File: src/include/doe_defines.svh
/* deobfuscation engine secret sizes, in dwords */
`ifndef DOE_DEFINES_SVH
`define DOE_DEFINES_SVH

`define OBF_UDS_DWORDS 16
`define OBF_FE_DWORDS 8

`endif
File: src/hw/doe_pkg.sv
/* deobfuscation engine package
   commands, key vault geometry and cipher round constants */
`include "doe_defines.svh"

package doe_pkg;

    // obfuscated secret sizes
    parameter int OBF_UDS_DWORDS = `OBF_UDS_DWORDS;
    parameter int OBF_FE_DWORDS = `OBF_FE_DWORDS;

    // client commands
    typedef enum logic [1:0] {
        DOE_IDLE_CMD = 2'b00,
        DOE_UDS = 2'b01,
        DOE_FE = 2'b10
    } doe_cmd_e;

    // key vault geometry
    parameter int KV_NUM_ENTRIES = 8;
    parameter int KV_ENTRY_ADDR_W = 3;
    parameter int KV_ENTRY_DWORDS = 16;
    parameter int KV_OFFSET_W = 4;

    // the cipher does this many rotate-and-xor rounds per block
    parameter int CIPHER_ROUNDS = 4;
    parameter int ROUND_ROT = 7;

endpackage

File: src/hw/doe_cmd_reg.sv
/* client command register
   holds one command and its vault entry until the flow ends or zeroize */
`timescale 1ns/1ns

module doe_cmd_reg (
    input logic clk,
    input logic rst_b,
    input logic cmd_valid,
    input doe_pkg::doe_cmd_e cmd,
    input logic [doe_pkg::KV_ENTRY_ADDR_W-1:0] dest_sel,
    input logic flow_done,
    input logic zeroize,
    output doe_pkg::doe_cmd_e cur_cmd,
    output logic [doe_pkg::KV_ENTRY_ADDR_W-1:0] cur_dest
);
    import doe_pkg::*;

    logic accept;

    // a new command only lands while nothing is held
    assign accept = cmd_valid && (cur_cmd == DOE_IDLE_CMD);

    always_ff @(posedge clk or negedge rst_b) begin
        if (!rst_b) begin
            cur_cmd <= DOE_IDLE_CMD;
            cur_dest <= '0;
        end else if (flow_done || zeroize) begin
            // end of flow wins over a command arriving in the same cycle
            cur_cmd <= DOE_IDLE_CMD;
        end else if (accept) begin
            cur_cmd <= cmd;
            cur_dest <= dest_sel;
        end
    end

endmodule

File: config.mk
export PLATFORM = sky130hd
export DESIGN_NAME = doe_cmd_reg
export DESIGN_NICKNAME = d
export VERILOG_FILES = /design/src/hw/doe_pkg.sv /design/src/hw/doe_cmd_reg.sv
export VERILOG_INCLUDE_DIRS = /design/src /design/src/include
export SDC_FILE = /design/constraint.sdc
export NUM_CORES = 1
export LEC_CHECK = 0
export BUFFER_PORTS_ARGS = -buffer_cell sky130_fd_sc_hd__buf_2
export CAP_MARGIN = 0
export CORE_AREA = 2 2 39 41
export CTS_BUF_LIST = sky130_fd_sc_hd__clkbuf_8
export DETAILED_ROUTE_END_ITERATION = 6
export DIE_AREA = 0 0 41 43
export HOLD_SLACK_MARGIN = 0.1
export SLEW_MARGIN = 15
export SYNTH_ARGS = -nofsm -noshare
export SYNTH_HDL_FRONTEND = slang
export SYNTH_SLANG_ARGS = --single-unit
File: constraint.sdc
create_clock -name clk -period 1.1 [get_ports clk]
set_input_delay 0.11 -clock clk [delete_from_list [all_inputs] [get_ports clk]]
set_output_delay 0.11 -clock clk [all_outputs]
set_load 0.02 [all_outputs]
Word-level counts from Yosys, hierarchy flattened
Index checks and enable logic that the tools add are counted.
Widths: inputs -> output; s select.
{"block": "word_totals", "register_bits": 5, "latchBits": 0, "mem_bits_rw": 0, "wordCells": 10, "mem_count": 0, "inputBits": 10, "romBits": 0, "out_inout_bits": 5}
{"block": "classes", "n_bitwise": 1, "n_reduce_logical": 5, "div_mod_pow": 0, "n_addsub": 0, "eq_ne": 0, "magnitude_cmp": 0, "multipliers": 0, "shifts": 0, "mux": 2}
{"cell": "$mux 2", "n": 2}
{"cell": "$logic_not 2->1", "n": 1}
{"cell": "$reduce_and 2->1", "n": 1}
{"cell": "$reduce_bool 2->1", "n": 1}
{"cell": "$logic_and 1x1->1", "n": 1}
{"cell": "$logic_or 1x1->1", "n": 1}
{"cell": "$not 1->1", "n": 1}

Longest topological paths before layout
{"block": "depth", "ltp_word": 4, "ltp_mapped": 3, "depth_no_buf": 3}

Worst setup path before layout
No wires, ideal clock.
{"block": "synth_timing", "path_type": "reg2reg", "start": "reg cur_cmd[1]", "end": "reg cur_dest[0] in the netlist's numbering", "setup_slack_ps": -148, "n_path_buf": 0, "stages_incl_launch_ff": 3, "t_required_ps": 975, "t_arrival_ps": 1123, "cell_sequence": "dfrtp_1 -> and4b_4 -> mux2_4"}
{"block": "synth_via", "elab_chain_cells": 3}
{"item": "from (decl)", "line_no": "doe_cmd_reg.sv:13", "source": "output doe_pkg::doe_cmd_e cur_cmd,"}
{"item": "from (signal assigned)", "line_no": "doe_cmd_reg.sv:31", "source": "cur_cmd <= cmd;"}
{"item": "$logic_not 2->1", "line_no": "doe_cmd_reg.sv:21", "source": "assign accept = cmd_valid && (cur_cmd == DOE_IDLE_CMD);"}
{"item": "$logic_and 1x1->1", "line_no": "doe_cmd_reg.sv:21"}
{"item": "$reduce_and 2->1 (no line)"}
{"item": "to (signal assigned)", "line_no": "doe_cmd_reg.sv:32", "source": "cur_dest <= dest_sel;"}
{"item": "to (decl)", "line_no": "doe_cmd_reg.sv:14", "source": "output logic [doe_pkg::KV_ENTRY_ADDR_W-1:0] cur_dest"}
No other way between the ends.
A chain may end at the register's enable or synchronous reset.

Worst setup path after layout
{"block": "layout_timing", "start": "reg cur_cmd[1]", "end": "reg cur_dest[1] in the netlist's numbering"}
Same word-level chain as after synthesis.

==> key figures <==
Timing
  – Fin Hold WS: 0.116 ns
  – Tightest Pin Transition: 0.161 ns
  – Fmax: 852 MHz
  – Slew margin rel.: 89.2%
  – Fin Clk Skew: 0.000954 ns
  – Final worst-path setup slack: -0.0737 ns
  – Post-route minimum period: 1.17 ns
  – Final setup viols: 3
  – Final Hold Fails: 0
  – RSZ-0062 raised after global routing: true
  – Final Slew Violations: 0
  – Final TNS setup: -0.218 ns
  – Fin crit share: 107%

Setup path
  – Cell breakdown of the critical path: and4b_4 -> mux2_4
  – Critical Path RT: 1.20 ns
  – Slowest stage delay, CP: 0.38 ns
  – Critical path capture point type: register
  – Critical path launch point type: register
  – Crit Path Class: reg -> reg
  – Maximum fanout along the worst path: 4
  – CP arrival: 1.28 ns
  – Slowest-stage cell, CP: dfrtp_2

Clock tree
  – Clock sink count: 5
  – Total CTS buffers: 3
  – Max Buffers Root-to-Sink: 2
  – Clock Pin Slew Worst Setup and Hold Paths: 0.04 ns
  – CTS tree: yes
  – Root Buffer: clkbuf_8
  – Clk Latency, worst-skew pair: 0.22 ns
  – CTS H-tree depth: 1

Power
  – Total power: 0.716 mW
  – Leak pwr: 0.209 nW
  – Internal Dissipation: 0.534 mW
  – Pwr Density: 1750 nW/um^2
  – Switching share of total power: 25.5%
  – Combinational power share: 21.2%
  – Peak supply drop: 759 uV
  – Clk pwr share: 46.9%
  – Reg power frac: 31.9%
  – Sw power: 0.183 mW

Placed design
  – Detailed Place HPWL: 489 um
  – Place WS: -0.0729 ns
  – IO buf count: 14
  – Routability cong.: 0.746

Synth
  – Largest family of logic cells by synthesized area: multiplexers
  – Top cells by area, synth: dfrtp_1 58%, mux2_4 21%, and4b_4 6.4%
  – Post-synth cell types: 8
  – Synthesized area per cell: 15.4 um^2
  – Post-Synth Simple-Gate Area: 11.6%
  – Yosys top cell by area: dfrtp_1
  – Mapped Area: 215 um^2
  – Synth Area in Adders: 0%
  – Area share of the largest cell type after synthesis: 58.1%
  – Compound-Gate Fraction of Synth Area: 7.56%
  – Number of synthesis warnings: 0
  – Most common flop cell mapped by yosys: dfrtp_1
  – #FFs+latches synth: 5
  – Post-synth net total: 24
  – Commonest cells post-synth: 5 x dfrtp_1, 3 x mux2_4
  – Mux share of post-synthesis cell area: 20.9%
  – Count leader, synth: dfrtp_1
  – Number of synthesized flops with an enable pin: 0
  – Sequential-to-total area share from yosys stat: 58.1%
  – Ys async rst share: 100%
  – Syn Inst Count: 14
  – Xor/xnor share of the synthesized area: 0%

Die
  – Core Box Area: 1380 um^2
  – # rows: 14
  – DIE WIDTH: 41 um
  – Die Area: 1760 um^2
  – Die Y: 43 um
  – # IOs: 15
  – Initial Utilization: 15.6%

Cells and area
  – Area growth syn-to-layout: 90.7%
  – Fillcell total: 145
  – Inserted Diodes: 0
  – Share of layout cells above drive strength 1: 71.1%
  – Final Util: 29.7%
  – Area of the multi-input gates: 86.3 um^2
  – Register area: 126 um^2
  – Fin nets: 49

Routing
  – DR vias: 206
  – DRC: 0
  – DRT iter0 DRCs: 1
  – Drt pass-1 iters: 2
  – DR vias/cell: 3.81
  – WL final: 587 um
  – Antenna Nets Post-Route: 0
  – Drt wl/cell: 10.9 um

Run status
  – Violated checks: setup timing
  – Outcome: finished, violations left

Min path
  – HP Class: in -> reg

Global route
  – Vias in the first global route: 218
  – Gr ovfl total: 0
  – Initial antenna violation count: 0
  – Largest net degree at the start of global routing: 6
  – Global-route wire length before repair: 931 um
  – Total track usage: 9.08%

Flow run
  – Total of max-cap violations: 0
critical path: cells and delay by family (launching register included):
family / cells / cell delay, ns
flip-flops: 1 / 0.38
multiplexers: 1 / 0.30
AND/OR/NAND/NOR: 1 / 0.37
layout make-up:
class,instances,area share (%)
Clock inverter,1,0.915
Inverter,1,0.915
Tap cell,16,4.88
Sequential cell,5,30.8
Clock buffer,3,10.1
Timing Repair Buffer,20,31.4
Multi-Input combinational cell,8,21.0
metrics by stage:
| step | instance area, um^2 | instances |
|---|---|---|
| final | 410 | 54 |
| after global placement | 329 | 47 |
| after CTS | 418 | 55 |
| after detailed placement | 329 | 47 |
| after floorplan | 216 | 14 |
| after global routing | 410 | 54 |
final timing paths:
kind | start | endpoint | slack [ns] | cells past startpoint
max | cur_cmd[1] | cur_dest[1] | -0.07 | 2
min | dest_sel[2] | cur_dest[2] | 0.12 | 2
max reg2reg | cur_cmd[1] | cur_dest[1] | -0.07 | 2
min reg2reg | cur_dest[0] | cur_dest[0] | 0.51 | 1
max in group asynchronous | rst_b | cur_cmd[1] | 0.72 | 2
min in group asynchronous | rst_b | cur_dest[2] | 0.24 | 2
repair_timing:
item                                    CTS  global route
hold buffers                              3             0
gates resized for setup                   2             0
endpoints found under the setup margin    3             4
hold endpoints to repair                  6             0
buffers inserted                          1             0
layout by cell type, fill, tap and decap left out, drive strengths merged:
| cell type | netlist | final |
|---|---|---|
| buf | 0 | 17 |
| dfrtp | 5 | 5 |
| mux2 | 3 | 3 |
| clkbuf | 0 | 3 |
| dlygate4sd3 | 0 | 3 |
| inv | 1 | 2 |
| nor2 | 1 | 1 |
| and4b | 1 | 1 |
| a22o | 1 | 1 |
| a31oi | 1 | 1 |
| nor3 | 1 | 1 |
state kept, by name, summed over array words and instances (netlist names):
signal	count
cur_cmd	2
cur_dest	3
per-layer routing:
layer	vias to the layer above	track usage, %	routed length, um
li1	100	-	-
met1	85	12.1	322
met2	18	8.13	172
met3	3	9.42	80
met4	0	6.00	11
met5	-	0	0
power by group through the flow:
stage	logic (mW)	clock network (mW)	registers [mW]
floorplan	0.0471	0	0.263
global placement	0.142	0	0.230
detailed placement	0.143	0	0.232
CTS	0.154	0.345	0.230
global route	0.164	0.366	0.233
finish	0.152	0.336	0.229
logic make-up (layout without fill, tap and decap cells):
group,after synthesis,after routing
DFF,5,5
AOI/OAI and AO/OA,2,2
and+or+nand+nor,3,3
muxes,3,3
buffers and inverters,1,25
Note: power is estimated with default switching activity, not from simulation.
