===== config.mk =====
export PLATFORM = sky130hd
export DESIGN_NAME = doe_cipher_flat
export DESIGN_NICKNAME = d
export VERILOG_FILES = /design/src/hw/doe_pkg.sv /design/src/hw/doe_if.sv /design/src/hw/doe_cipher.sv /design/src/flat_wrapper.sv
export VERILOG_INCLUDE_DIRS = /design/src /design/src/include
export SDC_FILE = /design/constraint.sdc
export NUM_CORES = 1
export LEC_CHECK = 0
export BUFFER_PORTS_ARGS = -buffer_cell sky130_fd_sc_hd__buf_2
export CAP_MARGIN = 20
export CELL_PAD_IN_SITES_DETAIL_PLACEMENT = 1
export CELL_PAD_IN_SITES_GLOBAL_PLACEMENT = 2
export CORE_ASPECT_RATIO = 1.4
export CORE_MARGIN = 2
export CORE_UTILIZATION = 39
export CTS_BUF_LIST = sky130_fd_sc_hd__clkbuf_4 sky130_fd_sc_hd__clkbuf_8 sky130_fd_sc_hd__clkbuf_16
export DETAILED_ROUTE_END_ITERATION = 6
export HOLD_SLACK_MARGIN = 0.02
export PLACE_DENSITY_LB_ADDON = 0.1
export SYNTH_ARGS = -nofsm -noshare
export SYNTH_HDL_FRONTEND = slang
export SYNTH_SLANG_ARGS = --single-unit

===== constraint.sdc =====
create_clock -name clk -period 5.9 [get_ports clk]
set_input_delay 0.295 -clock clk [delete_from_list [all_inputs] [get_ports clk]]
set_output_delay 0.295 -clock clk [all_outputs]
set_load 0.02 [all_outputs]

===== src/include/doe_defines.svh =====
/* deobfuscation engine secret sizes, in dwords */
`ifndef DOE_DEFINES_SVH
`define DOE_DEFINES_SVH

`define OBF_UDS_DWORDS 16
`define OBF_FE_DWORDS 8

`endif

===== src/hw/doe_pkg.sv =====
/* deobfuscation engine package
   commands, key vault geometry and cipher round constants */
`include "doe_defines.svh"

package doe_pkg;

    // obfuscated secret sizes
    parameter int OBF_UDS_DWORDS = `OBF_UDS_DWORDS;
    parameter int OBF_FE_DWORDS = `OBF_FE_DWORDS;

    // client commands
    typedef enum logic [1:0] {
        DOE_IDLE_CMD = 2'b00,
        DOE_UDS = 2'b01,
        DOE_FE = 2'b10
    } doe_cmd_e;

    // key vault geometry
    parameter int KV_NUM_ENTRIES = 8;
    parameter int KV_ENTRY_ADDR_W = 3;
    parameter int KV_ENTRY_DWORDS = 16;
    parameter int KV_OFFSET_W = 4;

    // the cipher does this many rotate-and-xor rounds per block
    parameter int CIPHER_ROUNDS = 4;
    parameter int ROUND_ROT = 7;

endpackage


===== src/hw/doe_if.sv =====
/* key vault write interface and block cipher interface */


interface doe_cipher_if #(
    parameter int SRC_WIDTH = 128,
    parameter int DEST_WIDTH = 128
);
    logic src_write_en;
    logic [SRC_WIDTH-1:0] src_write_data;
    logic init;
    logic next;
    logic init_done;
    logic dest_data_avail;
    logic [DEST_WIDTH-1:0] dest_data;

    modport fsm (
        output src_write_en, src_write_data, init, next,
        input init_done, dest_data_avail, dest_data
    );

    modport cipher (
        input src_write_en, src_write_data, init, next,
        output init_done, dest_data_avail, dest_data
    );
endinterface


===== src/hw/doe_cipher.sv =====
/* iterated rotate-and-xor block cipher
   each result is chained in as the key for the following block */
`timescale 1ns/1ns

module doe_cipher #(
    parameter int SRC_WIDTH = 128,
    parameter int DEST_WIDTH = 128,
    parameter logic [127:0] ROOT_KEY = '0
) (
    input logic clk,
    input logic rst_b,
    doe_cipher_if.cipher cph
);
    import doe_pkg::*;

    localparam int CNT_W = $clog2(CIPHER_ROUNDS + 1);

    logic [SRC_WIDTH-1:0] key_q;
    logic [SRC_WIDTH-1:0] state_q;
    logic [SRC_WIDTH-1:0] round_out;
    logic [DEST_WIDTH-1:0] dest_q;
    logic [CNT_W-1:0] round_cnt;
    logic busy;
    logic ready;
    logic avail;
    logic last_round;

    function automatic logic [SRC_WIDTH-1:0] rotl(input logic [SRC_WIDTH-1:0] v);
        rotl = {v[SRC_WIDTH-1-ROUND_ROT:0], v[SRC_WIDTH-1:SRC_WIDTH-ROUND_ROT]};
    endfunction

    assign round_out = rotl(state_q) ^ key_q;

    // the first round runs on the edge that sees next
    assign last_round = busy && (round_cnt == CNT_W'(CIPHER_ROUNDS - 1));

    always_ff @(posedge clk or negedge rst_b) begin
        if (!rst_b) begin
            busy <= 1'b0;
            ready <= 1'b0;
            avail <= 1'b0;
            round_cnt <= '0;
        end else if (cph.init) begin
            busy <= 1'b0;
            ready <= 1'b0;
            avail <= 1'b0;
        end else if (cph.next) begin
            busy <= 1'b1;
            ready <= 1'b0;
            avail <= 1'b0;
            round_cnt <= CNT_W'(1);
        end else if (last_round) begin
            busy <= 1'b0;
            ready <= 1'b1;
            avail <= 1'b1;
        end else if (busy) begin
            round_cnt <= round_cnt + 1'b1;
        end else begin
            ready <= 1'b1;
        end
    end

    always_ff @(posedge clk) begin
        if (cph.init) begin
            key_q <= ROOT_KEY[SRC_WIDTH-1:0];
        end else if (last_round) begin
            key_q <= round_out;
        end
        if (cph.src_write_en) begin
            state_q <= cph.src_write_data;
        end else if (cph.next || busy) begin
            state_q <= round_out;
        end
        if (last_round) begin
            dest_q <= round_out[DEST_WIDTH-1:0];
        end
    end

    assign cph.init_done = ready;
    assign cph.dest_data_avail = avail;
    assign cph.dest_data = dest_q;

endmodule


===== src/flat_wrapper.sv =====
// flat-port wrapper written by rule: the top's interface ports become plain ports
module doe_cipher_flat import doe_pkg::*;
#(
    parameter int SRC_WIDTH = 128,
    parameter int DEST_WIDTH = 128,
    parameter logic [127:0] ROOT_KEY = '0
)
  (clk, rst_b, cph_src_write_en, cph_src_write_data, cph_init, cph_next, cph_init_done, cph_dest_data_avail, cph_dest_data);
  doe_cipher_if #(.SRC_WIDTH(SRC_WIDTH), .DEST_WIDTH(DEST_WIDTH)) cph_i ();
  input logic clk;
  input logic rst_b;
  input wire logic [$bits(cph_i.src_write_en)-1:0] cph_src_write_en;
  input wire logic [$bits(cph_i.src_write_data)-1:0] cph_src_write_data;
  input wire logic [$bits(cph_i.init)-1:0] cph_init;
  input wire logic [$bits(cph_i.next)-1:0] cph_next;
  output wire logic [$bits(cph_i.init_done)-1:0] cph_init_done;
  output wire logic [$bits(cph_i.dest_data_avail)-1:0] cph_dest_data_avail;
  output wire logic [$bits(cph_i.dest_data)-1:0] cph_dest_data;
  assign cph_i.src_write_en = cph_src_write_en;
  assign cph_i.src_write_data = cph_src_write_data;
  assign cph_i.init = cph_init;
  assign cph_i.next = cph_next;
  assign cph_init_done = cph_i.init_done;
  assign cph_dest_data_avail = cph_i.dest_data_avail;
  assign cph_dest_data = cph_i.dest_data;
  doe_cipher #(.SRC_WIDTH(SRC_WIDTH), .DEST_WIDTH(DEST_WIDTH), .ROOT_KEY(ROOT_KEY)) u_core (.clk(clk), .rst_b(rst_b), .cph(cph_i));
endmodule

=== Yosys cells after proc, flatten, opt, wreduce, memory -nomap -nowiden ===
Index checks and enable logic that the tools add are counted.
W data, S select, Z words.

* Output and inout port bits: 130
* Flip-flop bits (word level): 390
* Input port bits: 133
* Logic and storage cells: 34
* Memories: 0
* Memory bits (writable): 0
* Bits in read-only memories: 0
* Bits in latches: 0

* Multiplexer cells: 15
* Reductions and logical operators: 6
* Eq/ne operators: 3
* Multiply operators: 0
* Shift-type cells: 0
* Bitwise operators: 2
* $lt $le $gt $ge: 0
* Divide/modulo/power cells: 0
* Add/subtract/negate cells: 1

{| class="wikitable"
|+ Operators by type and width
! cell !! count
|-
| $mux W128 || 2
|-
| $xor A128 B128 Y128 || 1
|-
| $mux W1 || 10
|-
| $mux W3 || 3
|-
| $ne A4 B4 Y1 const B || 1
|-
| $reduce_bool A2 Y1 || 2
|-
| $add A3 B1 Y3 const B || 1
|-
| $eq A3 B2 Y1 const B || 1
|-
| $reduce_and A3 Y1 || 1
|-
| $reduce_bool A3 Y1 || 1
|-
| $ne A2 B2 Y1 const B || 1
|-
| $logic_and A1 B1 Y1 || 1
|-
| $logic_or A1 B1 Y1 || 1
|-
| $not A1 Y1 || 1
|}

=== Depth between registers and ports, before layout ===
Gate-level depths: netlist (run 1).

* Word-level depth: 5
* Depth in mapped cells: 8

=== Worst setup path before layout (run 1) ===
OpenSTA, ideal clock, no wires.

* Path type: register to register
* Start point: register u_core.round_cnt[0]
* End point: register u_core.dest_q[0], in the netlist u_core.cph.dest_data[0] (enable)
* Buffers on the path: 2
* Setup time: 504 ps
* Clock period less this slack: 4443 ps
* Stages on the path, launching flop included: 6
* Arrival time: 3939 ps
* Path slack: 1457 ps
* Path through: dfrtp_1 -> ha_1 -> ha_1 -> buf_4 -> buf_2 -> and2_1

* Cells in the longest elaborated chain, start to end: 2

{| class="wikitable"
|+ Ends and longest elaborated chain
! item !! RTL line !! source
|-
| start, declared || doe_cipher.sv:22 || <nowiki>logic [CNT_W-1:0] round_cnt;</nowiki>
|-
| start signal, assigned || doe_cipher.sv:57 || <nowiki>round_cnt <= round_cnt + 1'b1;</nowiki>
|-
| $eq A3 B2 Y1 || doe_cipher.sv:35 || <nowiki>assign last_round = busy && (round_cnt == CNT_W'(CIPHER_ROUNDS - 1));</nowiki>
|-
| $logic_and A1 B1 Y1 || doe_cipher.sv:35 ||
|-
| net u_core.last_round || doe_cipher.sv:26 || <nowiki>logic last_round;</nowiki>
|-
| end signal, assigned || doe_cipher.sv:75 || <nowiki>dest_q <= round_out[DEST_WIDTH-1:0];</nowiki>
|-
| end, declared || doe_cipher.sv:21 || <nowiki>logic [DEST_WIDTH-1:0] dest_q;</nowiki>
|}

The timed path passes the listed nets, and every way through them passes these cells.
A chain may end at the register's enable or synchronous reset.

=== Worst setup path after layout (run 1) ===
* Start point: register u_core.round_cnt[0]
* End point: register u_core.key_q[49]

* Cells in the longest elaborated chain, start to end: 2

{| class="wikitable"
|+ Ends and longest elaborated chain
! item !! RTL line !! source
|-
| $eq A3 B2 Y1 || doe_cipher.sv:35 ||
|-
| $logic_and A1 B1 Y1 || doe_cipher.sv:35 ||
|-
| end signal, assigned || doe_cipher.sv:65 || <nowiki>key_q <= ROOT_KEY[SRC_WIDTH-1:0];</nowiki>
|-
| end signal, assigned || doe_cipher.sv:67 || <nowiki>key_q <= round_out;</nowiki>
|-
| end, declared || doe_cipher.sv:18 || <nowiki>logic [SRC_WIDTH-1:0] key_q;</nowiki>
|}

No other way between the ends.

==> results of run 1 <==
-- worst reg2reg max path, stage by stage (launching register included) --
cell and delay, ns:
dfrtp_1 0.39, ha_1 0.20, ha_4 0.83, buf_4 0.84
nand3_1 0.25, xor2_1 0.19, nor2_1 0.06
-- power groups by stage --
stage	Combinational [mW]	Clock, mW	Sequential (mW)
CTS	1.19	2.76	3.58
floorplan	0.742	0	3.70
finish	1.16	2.68	3.58
detailed placement	1.18	0	3.64
global placement	1.17	0	3.63
global route	1.28	2.86	3.62
-- state kept, by name (all words and copies together), names as in the netlist --
name	count
u_core.busy	1
u_core.round_cnt	3
u_core.key_q	128
u_core.cph.init_done	1
u_core.cph.dest_data	128
u_core.cph.dest_data_avail	1
u_core.state_q	128
-- metrics by stage --
| stage | std cells | total power, mW |
|---|---|---|
| global route | 1932 | 7.759 |
| CTS | 1931 | 7.533 |
| global placement | 1857 | 4.792 |
| detailed placement | 1857 | 4.812 |
| floorplan | 1112 | 4.443 |
| finish | 1932 | 7.418 |
-- what timing repair did --
action	CTS	global route
hold buffers	1	0
endpoints found under the hold margin	6	0
gates resized for setup	0	0
-- path summary, 6_finish.rpt --
kind                       cells after the start              endpoint            startpoint  slack, ns
max reg2reg                                    6      u_core.key_q[49]   u_core.round_cnt[0]       3.03
max                                            6      u_core.key_q[49]   u_core.round_cnt[0]       3.03
min                                            2   u_core.round_cnt[2]              cph_next       0.05
max in group asynchronous                      2           u_core.busy                 rst_b       5.57
min reg2reg                                    1  u_core.cph.init_done  u_core.cph.init_done       0.50
min in group asynchronous                      2   u_core.round_cnt[2]                 rst_b       0.14
-- layout make-up --
type                       instances  area [um2]
timing repair buffer             272        1430
sequential                       390       10400
multi-input combinational        661        5117
clock buffer                      59        1192
clock inverter                    14       205.2
fill                            4158       21250
tap                              534       668.1
inverter                           2       7.507
-- Yosys cell counts, types with 3 or more instances --
master      n  share of area
buf_1       3        0.00071
buf_2      13         0.0041
buf_4      20         0.0094
buf_6      11         0.0078
clkbuf_1   10         0.0024
dfrtp_1     6         0.0094
dfxtp_1   128           0.16
edfxtp_1  256           0.48
mux2_2    128          0.091
nand3_1    98          0.031
nand3_2    30          0.019
nor2_1    131          0.031
xor2_1    256           0.14
-- routing by layer --
metal  track usage  vias to the layer above  wire length [um]
met1        0.2306                     4634             16380
li1              -                     4382                 -
met4       0.05074                        8               844
met2        0.2912                      221             18230
met3       0.03368                       55              1741
met5             0                        -                57
-- kinds of logic after synthesis --
kind of cell / Yosys count / share of synthesized area
AOI/OAI and AO/OA: 8 / 0.003379
buffers and inverters: 61 / 0.02672
DFF: 390 / 0.6532
and+or+nand+nor: 267 / 0.08384
muxes: 128 / 0.09052
adders and majority gates: 2 / 0.001571
xor gates and xnor gates: 256 / 0.1408
==> metrics.md, run 1 <==
| Metric | Value |
|---|---|
| Leak | `7.550 nW` |
| YS warnings | `0` |
| Sequential fraction of the synthesis area | `0.6532` |
| Post-layout nets | `1502` |
| Post-DP HPWL | `22940 um` |
| Gr usage total | `0.1745` |
| Wire per inst | `19.28 um` |
| Die height | `243.1 um` |
| Via count | `9300` |
| Status | `completed` |
| RSZ-0062 raised after global routing | `no` |
| Cts bufs inserted | `40` |
| Worst Hold Class | `in -> reg` |
| Clock transition at path regs | `0.06 ns` |
| Setup Viol. Count Final | `0` |
| Worst VDD drop | `0.0002000 V` |
| Most common flop cell mapped by yosys | `edfxtp_1` |
| First-pass GRT wire length | `57560 um` |
| Root buffer cell | `clkbuf_16` |
| Critical Path RT | `6.30 ns` |
| Pint | `5.418 mW` |
| Logic pwr share | `0.156` |
| Post-CTS Setup Inserts | `0` |
| Critical Path Fanout Max | `74` |
| Post-Syn Nets | `1247` |
| Syn Area/Cell | `14.32 um2` |
| Setup TNS | `0 ns` |
| Total routed wirelength | `37250 um` |
| Rows | `87` |
| Die ar. | `0.04248 mm2` |
| # port buffers | `262` |
| DRT Pass-1 Iters | `4` |
| Crit path time final | `2.875 ns` |
| Net Sw Power | `2.000 mW` |
| Slew headroom | `0.2949` |
| FFs w/ async S/R, synth | `0.01538` |
| Commonest cells after routing, fill and taps aside | `buf_2 (260), xor2_1 (256), edfxtp_1 (256)` |
| Netlist cell types | `27` |
| Post-synth EDFFs | `256` |
| Critical Path Max Stage Delay | `0.83 ns` |
| CP Cell Sequence | `ha_1 -> ha_4 -> buf_4 -> nand3_1 -> xor2_1 -> nor2_1` |
| Slowest-stage cell, CP | `ha_4` |
| ANT nets after route | `0` |
| CP delay by family, top | `adder cells` |
| Initial antenna violation count | `4` |
| Layout cells sized above 1 | `0.3619` |
| Maxcap violations | `0` |
| Core area | `0.04028 mm2` |
| Place WS | `2.365 ns` |
| Switching fraction of total power | `0.2697` |
| Worst path buffer plus inverter count | `1` |
| Clock power share | `0.362` |
| Cell area after layout | `0.01902 mm2` |
| GP Congestion | `0.7197` |
| Vias in the first global route | `9768` |
| Deepest clock path buffer count | `3` |
| CTS H-tree lvls | `2` |
| # diodes | `0` |
| 1st-iter DRT viols | `432` |
| DRC Markers | `0` |
| Post-place instance area | `0.01759 mm2` |
| Vias/cell | `4.814` |
| Kind of critical path | `reg -> reg` |
| Crit path DAT | `3.28 ns` |
| Largest net degree at the start of global routing | `98` |
| Area delta synth->final | `19.48%` |
| Die W | `174.8 um` |
| Setup crit start kind | `flop` |
| Commonest non-fill, non-tap cell in the layout | `buf_2` |
| Clock Latency Late Sink | `0.54 ns` |
| Crit share post-route | `0.4873` |
| Initial cell density of the core | `0.3953` |
| Cells after Synth | `1112` |
| Max Fclk | `347.8 MHz` |
| Seq pwr share | `0.482` |
| Clock tree sinks | `390` |
| Clock skew | `0.02287 ns` |
| Setup WS post-layout | `3.025 ns` |
| Final Hold Viols | `0` |
| Slew of the pin with the lowest slew margin | `1.058 ns` |
| Final hold slack | `0.05151 ns` |
| Slew Limit Fails | `0` |
| Final core utilization | `0.4724` |
| I/O pin count | `263` |
| Crit. End Element | `flop` |
| TritonCTS clock tree | `built` |
| Post-Syn Area | `0.01592 mm2` |
| Yosys reg bits | `390` |
| P per Cell Area | `389.9 mW/mm2` |
| Total congestion overflow | `0` |
No activity file was read; power rests on OpenSTA's default activity.
==> run 2: changes to the inputs <==
Settings changed: CORE_UTILIZATION 39 to 35.
Clock period 5.9 ns to 2.5 ns, I/O delays scaled along.
==> run 2 against run 1 <==
  * Sequential cell count unchanged
  * Via count up 5.6%
  * Core utilization down 1.5 points
  * Sequential share of layout area down 4.1 points
  * Global-route usage down 0.11 points
  * Sequential power up 140%
  * Setup slack worse by 2.4 ns
  * Critical endpoint is now u_core.cph.dest_data[58]
  * Cell area up 8.2%
  * Largest power group unchanged
  * Die area up 11%
  * Non-clock buffer count up 142
  * First-iteration DRC count down 14%
  * Hold slack worse by 0.044 ns
  * Highest routed layer unchanged
==> metrics.md, run 2 (synthesized netlist as in run 1, its figures left out) <==
| Metric | Value |
|---|---|
| Post-DP HPWL | `24670 um (+7.6%)` |
| # port buffers | `262 (unchanged)` |
| Root buffer cell | `clkbuf_16` |
| Post-layout nets | `1646 (+9.6%)` |
| Clock Latency Late Sink | `0.54 ns (about the same)` |
| Total routed wirelength | `40380 um (+8.4%)` |
| Worst Hold Class | `in -> reg` |
| Setup WS post-layout | `0.5818 ns (-2.443 ns)` |
| Post-place instance area | `0.01784 mm2 (+1.4%)` |
| Commonest non-fill, non-tap cell in the layout | `buf_2` |
| Layout Cells excl Fill | `2156 (+12%)` |
| Vias/cell | `4.556 (-5.4%)` |
| Worst path buffer plus inverter count | `1 (unchanged)` |
| TritonCTS clock tree | `built` |
| CTS H-tree lvls | `2 (unchanged)` |
| Deepest clock path buffer count | `3 (unchanged)` |
| Slowest-stage cell, CP | `dfrtp_1` |
| Worst hold path endpoint | `u_core.key_q[6]` |
| Setup crit start kind | `flop` |
| Slew of the pin with the lowest slew margin | `0.7858 ns (-0.2719 ns)` |
| Critical Path Fanout Max | `68 (-8.1%)` |
| Vias in the first global route | `10970 (+12%)` |
| I/O pin count | `263 (unchanged)` |
| Wire per inst | `18.73 um (-2.9%)` |
| Critical Path Max Stage Delay | `0.38 ns (-0.45 ns)` |
| CP delay by family, top | `adder cells` |
| GP Congestion | `0.7269 (+1.0%)` |
| DRC Markers | `0 (unchanged)` |
| Worst Hold Launch | `cph_init` |
| Setup Viol. Count Final | `0 (unchanged)` |
| Core area | `0.04501 mm2 (+12%)` |
| Layout filler cell count | `4640 (+12%)` |
| Critical R2R Launch | `u_core.round_cnt[0]` |
| Place WS | `0.5551 ns (-1.810 ns)` |
| Final Hold Viols | `0 (unchanged)` |
| Rows | `92 (+5.7%)` |
| CP Cell Sequence | `ha_1 -> ha_4 -> and2_4 -> buf_12` |
| Worst reg2reg path depth | `4 (-2)` |
| Total Power | `17.80 mW (+140%)` |
| Crit path time final | `1.918 ns (-0.9567 ns)` |
| Total congestion overflow | `0 (unchanged)` |
| Die W | `184.3 um (+5.4%)` |
| Placed insts | `1946 (+4.8%)` |
| Commonest cells after routing, fill and taps aside | `buf_2 (260), xor2_1 (256), edfxtp_1 (256)` |
| RSZ-0062 raised after global routing | `no` |
| # diodes | `0 (unchanged)` |
| 1st-iter DRT viols | `372 (-14%)` |
| Largest net degree at the start of global routing | `69 (-30%)` |
| Cell area after layout | `0.02058 mm2 (+8.2%)` |
| Crit. End Element | `flop` |
| Critical Path RT | `2.68 ns (-3.62 ns)` |
| First-pass GRT wire length | `63140 um (+9.7%)` |
| R2r endpoint | `u_core.cph.dest_data[58]` |
| Maxcap violations | `0 (unchanged)` |
| Leak | `8.166 nW (+8.2%)` |
| Clock skew | `0.01080 ns (-0.01207 ns)` |
| Die ar. | `0.04724 mm2 (+11%)` |
| Area delta synth->final | `29.24%` |
| Worst VDD drop | `0.0005776 V (+190%)` |
| Slew Limit Fails | `0 (unchanged)` |
| Initial antenna violation count | `1 (-3)` |
| Max Fclk | `521.3 MHz (+50%)` |
| Initial cell density of the core | `0.3538 (-0.04157)` |
| Cts bufs inserted | `42 (+5.0%)` |
| Status | `completed` |
| ANT nets after route | `0 (unchanged)` |
| Setup TNS | `0 ns (unchanged)` |
| Die height | `256.4 um (+5.5%)` |
| P per Cell Area | `864.8 mW/mm2 (+120%)` |
| Clock transition at path regs | `0.06 ns (about the same)` |
| Cells on Worst Hold Path | `2 (unchanged)` |
| Clock tree sinks | `390 (unchanged)` |
| Crit path DAT | `2.10 ns (-1.18 ns)` |
| Gr usage total | `0.1734 (-0.001070)` |
| Worst R2R Setup Slack | `0.58 ns (-2.44 ns)` |
| Post-CTS Setup Inserts | `0 (unchanged)` |
| Kind of critical path | `reg -> reg` |
| DRT Pass-1 Iters | `4 (unchanged)` |
| Layout cells sized above 1 | `0.3333 (-0.02861)` |
| Slew headroom | `0.4762 (+0.1813)` |
| Crit share post-route | `0.7673 (+0.2800)` |
| Via count | `9823 (+5.6%)` |
==> run 2: cell types whose count changed in the layout (fill, tap and decap cells not counted), moves of 4 or more <==
cell / before / now
buf_12: 1 / 6
clkbuf_16: 41 / 45
dlygate4sd3_1: 1 / 132
clkinv_1: 1 / 8
buf_4: 8 / 14
==> run 2: how the worst max path moves through the flow <==
stage	startpoint	depth (start not counted)	endpoint	slack, ns
floorplan	u_core.round_cnt[0]	5	u_core.cph.dest_data[0]	0.17
global placement	u_core.round_cnt[0]	4	u_core.cph.dest_data[62]	0.59
detailed placement	u_core.round_cnt[0]	4	u_core.cph.dest_data[123]	0.56
CTS	u_core.round_cnt[0]	4	u_core.cph.dest_data[58]	0.54
global route	u_core.round_cnt[0]	4	u_core.cph.dest_data[58]	0.48
finish	u_core.round_cnt[0]	4	u_core.cph.dest_data[58]	0.58
==> run 2: through the flow <==
stage          hold WS, ns  utilization
3_5_place_dp      -0.03677       0.3964
4_1_cts            0.02158       0.4572
5_1_grt            0.03733       0.4572
6_report          0.007504       0.4572
3_3_place_gp      -0.03797       0.3964
2_1_floorplan      -0.1706            -
==> run 2: what timing repair did <==
item | CTS | global route
hold buffers | 132 | 0
endpoints found under the hold margin | 140 | 0
resized for setup | 0 | 0
==> run 2: power by group <==
part | switching [mW] | leakage, nW | internal (mW)
clock | 2.54 | 0.714 | 3.82
combinational | 1.80 | 3.86 | 1.20
sequential | 0.496 | 3.59 | 7.94
==> run 2: final cells by class <==
cell class	instances	area [um2]	share of cell area
clock buffer	61	1265	0.06147
inverter	2	7.507	0.0003648
multi-input combinational	661	5117	0.2487
sequential	390	10400	0.5056
tap	611	764.5	0.03715
timing repair buffer	414	2870	0.1395
clock inverter	17	150.1	0.007296
==> run 2: worst register-to-register path, delay by kind of cell, from the launching register on <==
kind / cells / cell delay (ns)
adder cells (fa/ha/maj): 2 / 0.54
flip-flops: 1 / 0.38
buffers and inverters: 1 / 0.35
AND/OR/NAND/NOR: 1 / 0.24
==> run 2: per-layer routing <==
metal  routed length, um  up-vias  global-route usage
met2               20590      208              0.3071
met5                  11        -                   0
li1                    -     4663                   -
met1               17100     4906              0.2137
met3                1811       44             0.03309
met4                 871        2             0.04889
==> run 3: changes to the inputs <==
Settings changed: CORE_UTILIZATION 35 to 39.
Clock period 2.5 ns to 1.9 ns, I/O delays scaled along.
==> run 3 against run 2 <==
  * Total power rose by 28%
  * Maximum frequency rose by 10%
  * Sequential power rose by 32%
  * Sequential cell count did not move
  * Cell area fell by 0.78%
  * Critical path type unchanged
  * Highest routed layer is now met4
==> metrics.md, run 3 (synthesized netlist as in run 1, its figures left out) <==
| Metric | Value |
|---|---|
| Maxcap violations | `0 (unchanged)` |
| Layout Cells excl Fill | `2070 (-4.0%)` |
| Crit path DAT | `2.15 ns (+0.05 ns)` |
| Leak | `8.127 nW (-0.48%)` |
| Worst R2R Setup Slack | `0.16 ns (-0.42 ns)` |
| Crit. End Element | `flop` |
| Slew headroom | `0.5690 (+0.09287)` |
| Gr usage total | `0.1844 (+0.01097)` |
| Crit share post-route | `0.9172 (+0.1500)` |
| Clock tree sinks | `390 (unchanged)` |
| Core area | `0.04028 mm2 (-11%)` |
| Status | `completed` |
| TritonCTS clock tree | `built` |
| Setup Viol. Count Final | `0 (unchanged)` |
| CTS H-tree lvls | `2 (unchanged)` |
| Setup crit start kind | `flop` |
| I/O pin count | `263 (unchanged)` |
| Clock transition at path regs | `0.06 ns (about the same)` |
| Total congestion overflow | `0 (unchanged)` |
| ANT nets after route | `0 (unchanged)` |
| DRC Markers | `0 (unchanged)` |
| Slew Limit Fails | `0 (unchanged)` |
| Worst VDD drop | `0.0006924 V (+20%)` |
| Wire per inst | `18.95 um (+1.2%)` |
| Critical Path Fanout Max | `52 (-24%)` |
| DRT Pass-1 Iters | `4 (unchanged)` |
| Post-DP HPWL | `23550 um (-4.5%)` |
| Vias/cell | `4.737 (+4.0%)` |
| Worst Hold Class | `in -> reg` |
| Slew of the pin with the lowest slew margin | `0.6465 ns (-0.1393 ns)` |
| Critical Path RT | `2.31 ns (-0.37 ns)` |
| Worst Setup EP | `u_core.key_q[83]` |
| Deepest clock path buffer count | `3 (unchanged)` |
| Post-layout nets | `1640 (-0.36%)` |
| Layout cells sized above 1 | `0.3316 (-0.001737)` |
| Clock skew | `0.01237 ns (+0.001571 ns)` |
| Die ar. | `0.04248 mm2 (-10%)` |
| Placed insts | `1866 (-4.1%)` |
| Max Fclk | `573.8 MHz (+10%)` |
| Post-CTS Setup Inserts | `0 (unchanged)` |
| Commonest cells after routing, fill and taps aside | `buf_2 (260), xor2_1 (256), edfxtp_1 (256)` |
| Via count | `9805 (-0.18%)` |
| Largest net degree at the start of global routing | `73 (+5.8%)` |
| Rows | `87 (-5.4%)` |
| Final core utilization | `0.5069 (+0.04971)` |
| Clock Latency Late Sink | `0.53 ns (about the same)` |
| Worst reg2reg path depth | `6 (+2)` |
| # port buffers | `262 (unchanged)` |
| Initial antenna violation count | `1 (unchanged)` |
| Initial cell density of the core | `0.3953 (+0.04157)` |
| Total routed wirelength | `39220 um (-2.9%)` |
| Die W | `174.8 um (-5.2%)` |
| Root buffer cell | `clkbuf_16` |
| Area delta synth->final | `28.23%` |
| Worst Setup SP | `u_core.round_cnt[0]` |
| RSZ-0062 raised after global routing | `no` |
| Die height | `243.1 um (-5.2%)` |
| Setup TNS | `0 ns (unchanged)` |
| Commonest non-fill, non-tap cell in the layout | `buf_2` |
| Critical R2R Launch | `u_core.round_cnt[0]` |
| P per Cell Area | `1120 mW/mm2 (+29%)` |
| Vias in the first global route | `10760 (-1.9%)` |
| First-pass GRT wire length | `60870 um (-3.6%)` |
| R2r endpoint | `u_core.key_q[83]` |
| Cts bufs inserted | `39 (-7.1%)` |
| Final Hold Viols | `0 (unchanged)` |
| 1st-iter DRT viols | `382 (+2.7%)` |
| GP Congestion | `0.7341 (+0.99%)` |
| Crit path time final | `1.743 ns (-0.1754 ns)` |
| Kind of critical path | `reg -> reg` |
run 3: cell types whose count changed in the layout (fill, tap and decap cells not counted), sizes merged:
cell / before / now
clkinv: 14 / 9
inv: 2 / 3
buf: 282 / 279
diode: 0 / 1
bufinv: 3 / 2
clkbuf: 61 / 59
run 3: cell type report:
class                           count  area, um2
Antenna cell                        1      2.502
Clock buffer                       59       1199
Clock inverter                     12      108.9
Fill cell                        4133      19860
Inverter                            2      7.507
Multi-Input combinational cell    661       5117
Sequential cell                   390      10400
Tap cell                          534      668.1
Timing Repair Buffer              411       2910
run 3: report_power, final:
part / internal, mW / switching [mW]
Clock: 4.64 / 3.22
Sequential: 10.4 / 0.656
Combinational: 1.57 / 2.32
Total: 16.7 / 6.20
run 3: metal layers:
layer,GRT usage,wire (um),share of wire,vias to the layer above
met2,0.3319,20120,0.51,208
met3,0.03352,1598,0.041,52
met4,0.05588,984,0.025,0
met5,0,0,0,-
met1,0.2229,16520,0.42,4892
li1,-,-,-,4653
run 3: repair_timing:
item,CTS,global route
setup endpoints to repair,13,0
hold buffers,132,0
endpoints found under the hold margin,146,0
gates resized for setup,1,0
run 3: worst min-delay path by stage:
stage | start | end | slack [ns] | cells past startpoint
after detailed placement | rst_b | u_core.round_cnt[2] | -0.07 | 1
after floorplan | rst_b | u_core.busy | -0.20 | 0
after global placement | rst_b | u_core.round_cnt[2] | -0.07 | 1
after CTS | cph_src_write_en | u_core.state_q[115] | 0.02 | 2
final | cph_src_write_en | u_core.state_q[1] | 0.04 | 2
after global routing | cph_src_write_en | u_core.state_q[1] | 0.03 | 2
run 3: worst max-delay path, stage by stage, from the launching register on:
cell and delay [ns]:
dfrtp_1 0.39, ha_1 0.20, ha_4 0.18, buf_6 0.42, nand3_1 0.17, xor2_1 0.18
nor2_1 0.06
run 3: per-stage QoR:
stage | cell area, um2 | power (mW) | setup WS, ns | hold slack (ns)
floorplan | 15950 | 13.78 | -0.3468 | -0.2006
global placement | 17780 | 14.97 | 0.03381 | -0.06948
detailed placement | 17780 | 15.03 | -0.007037 | -0.06534
CTS | 20410 | 23.20 | 0.1422 | 0.02213
global route | 20420 | 23.93 | 0.01263 | 0.03175
finish | 20420 | 22.86 | 0.1573 | 0.03581
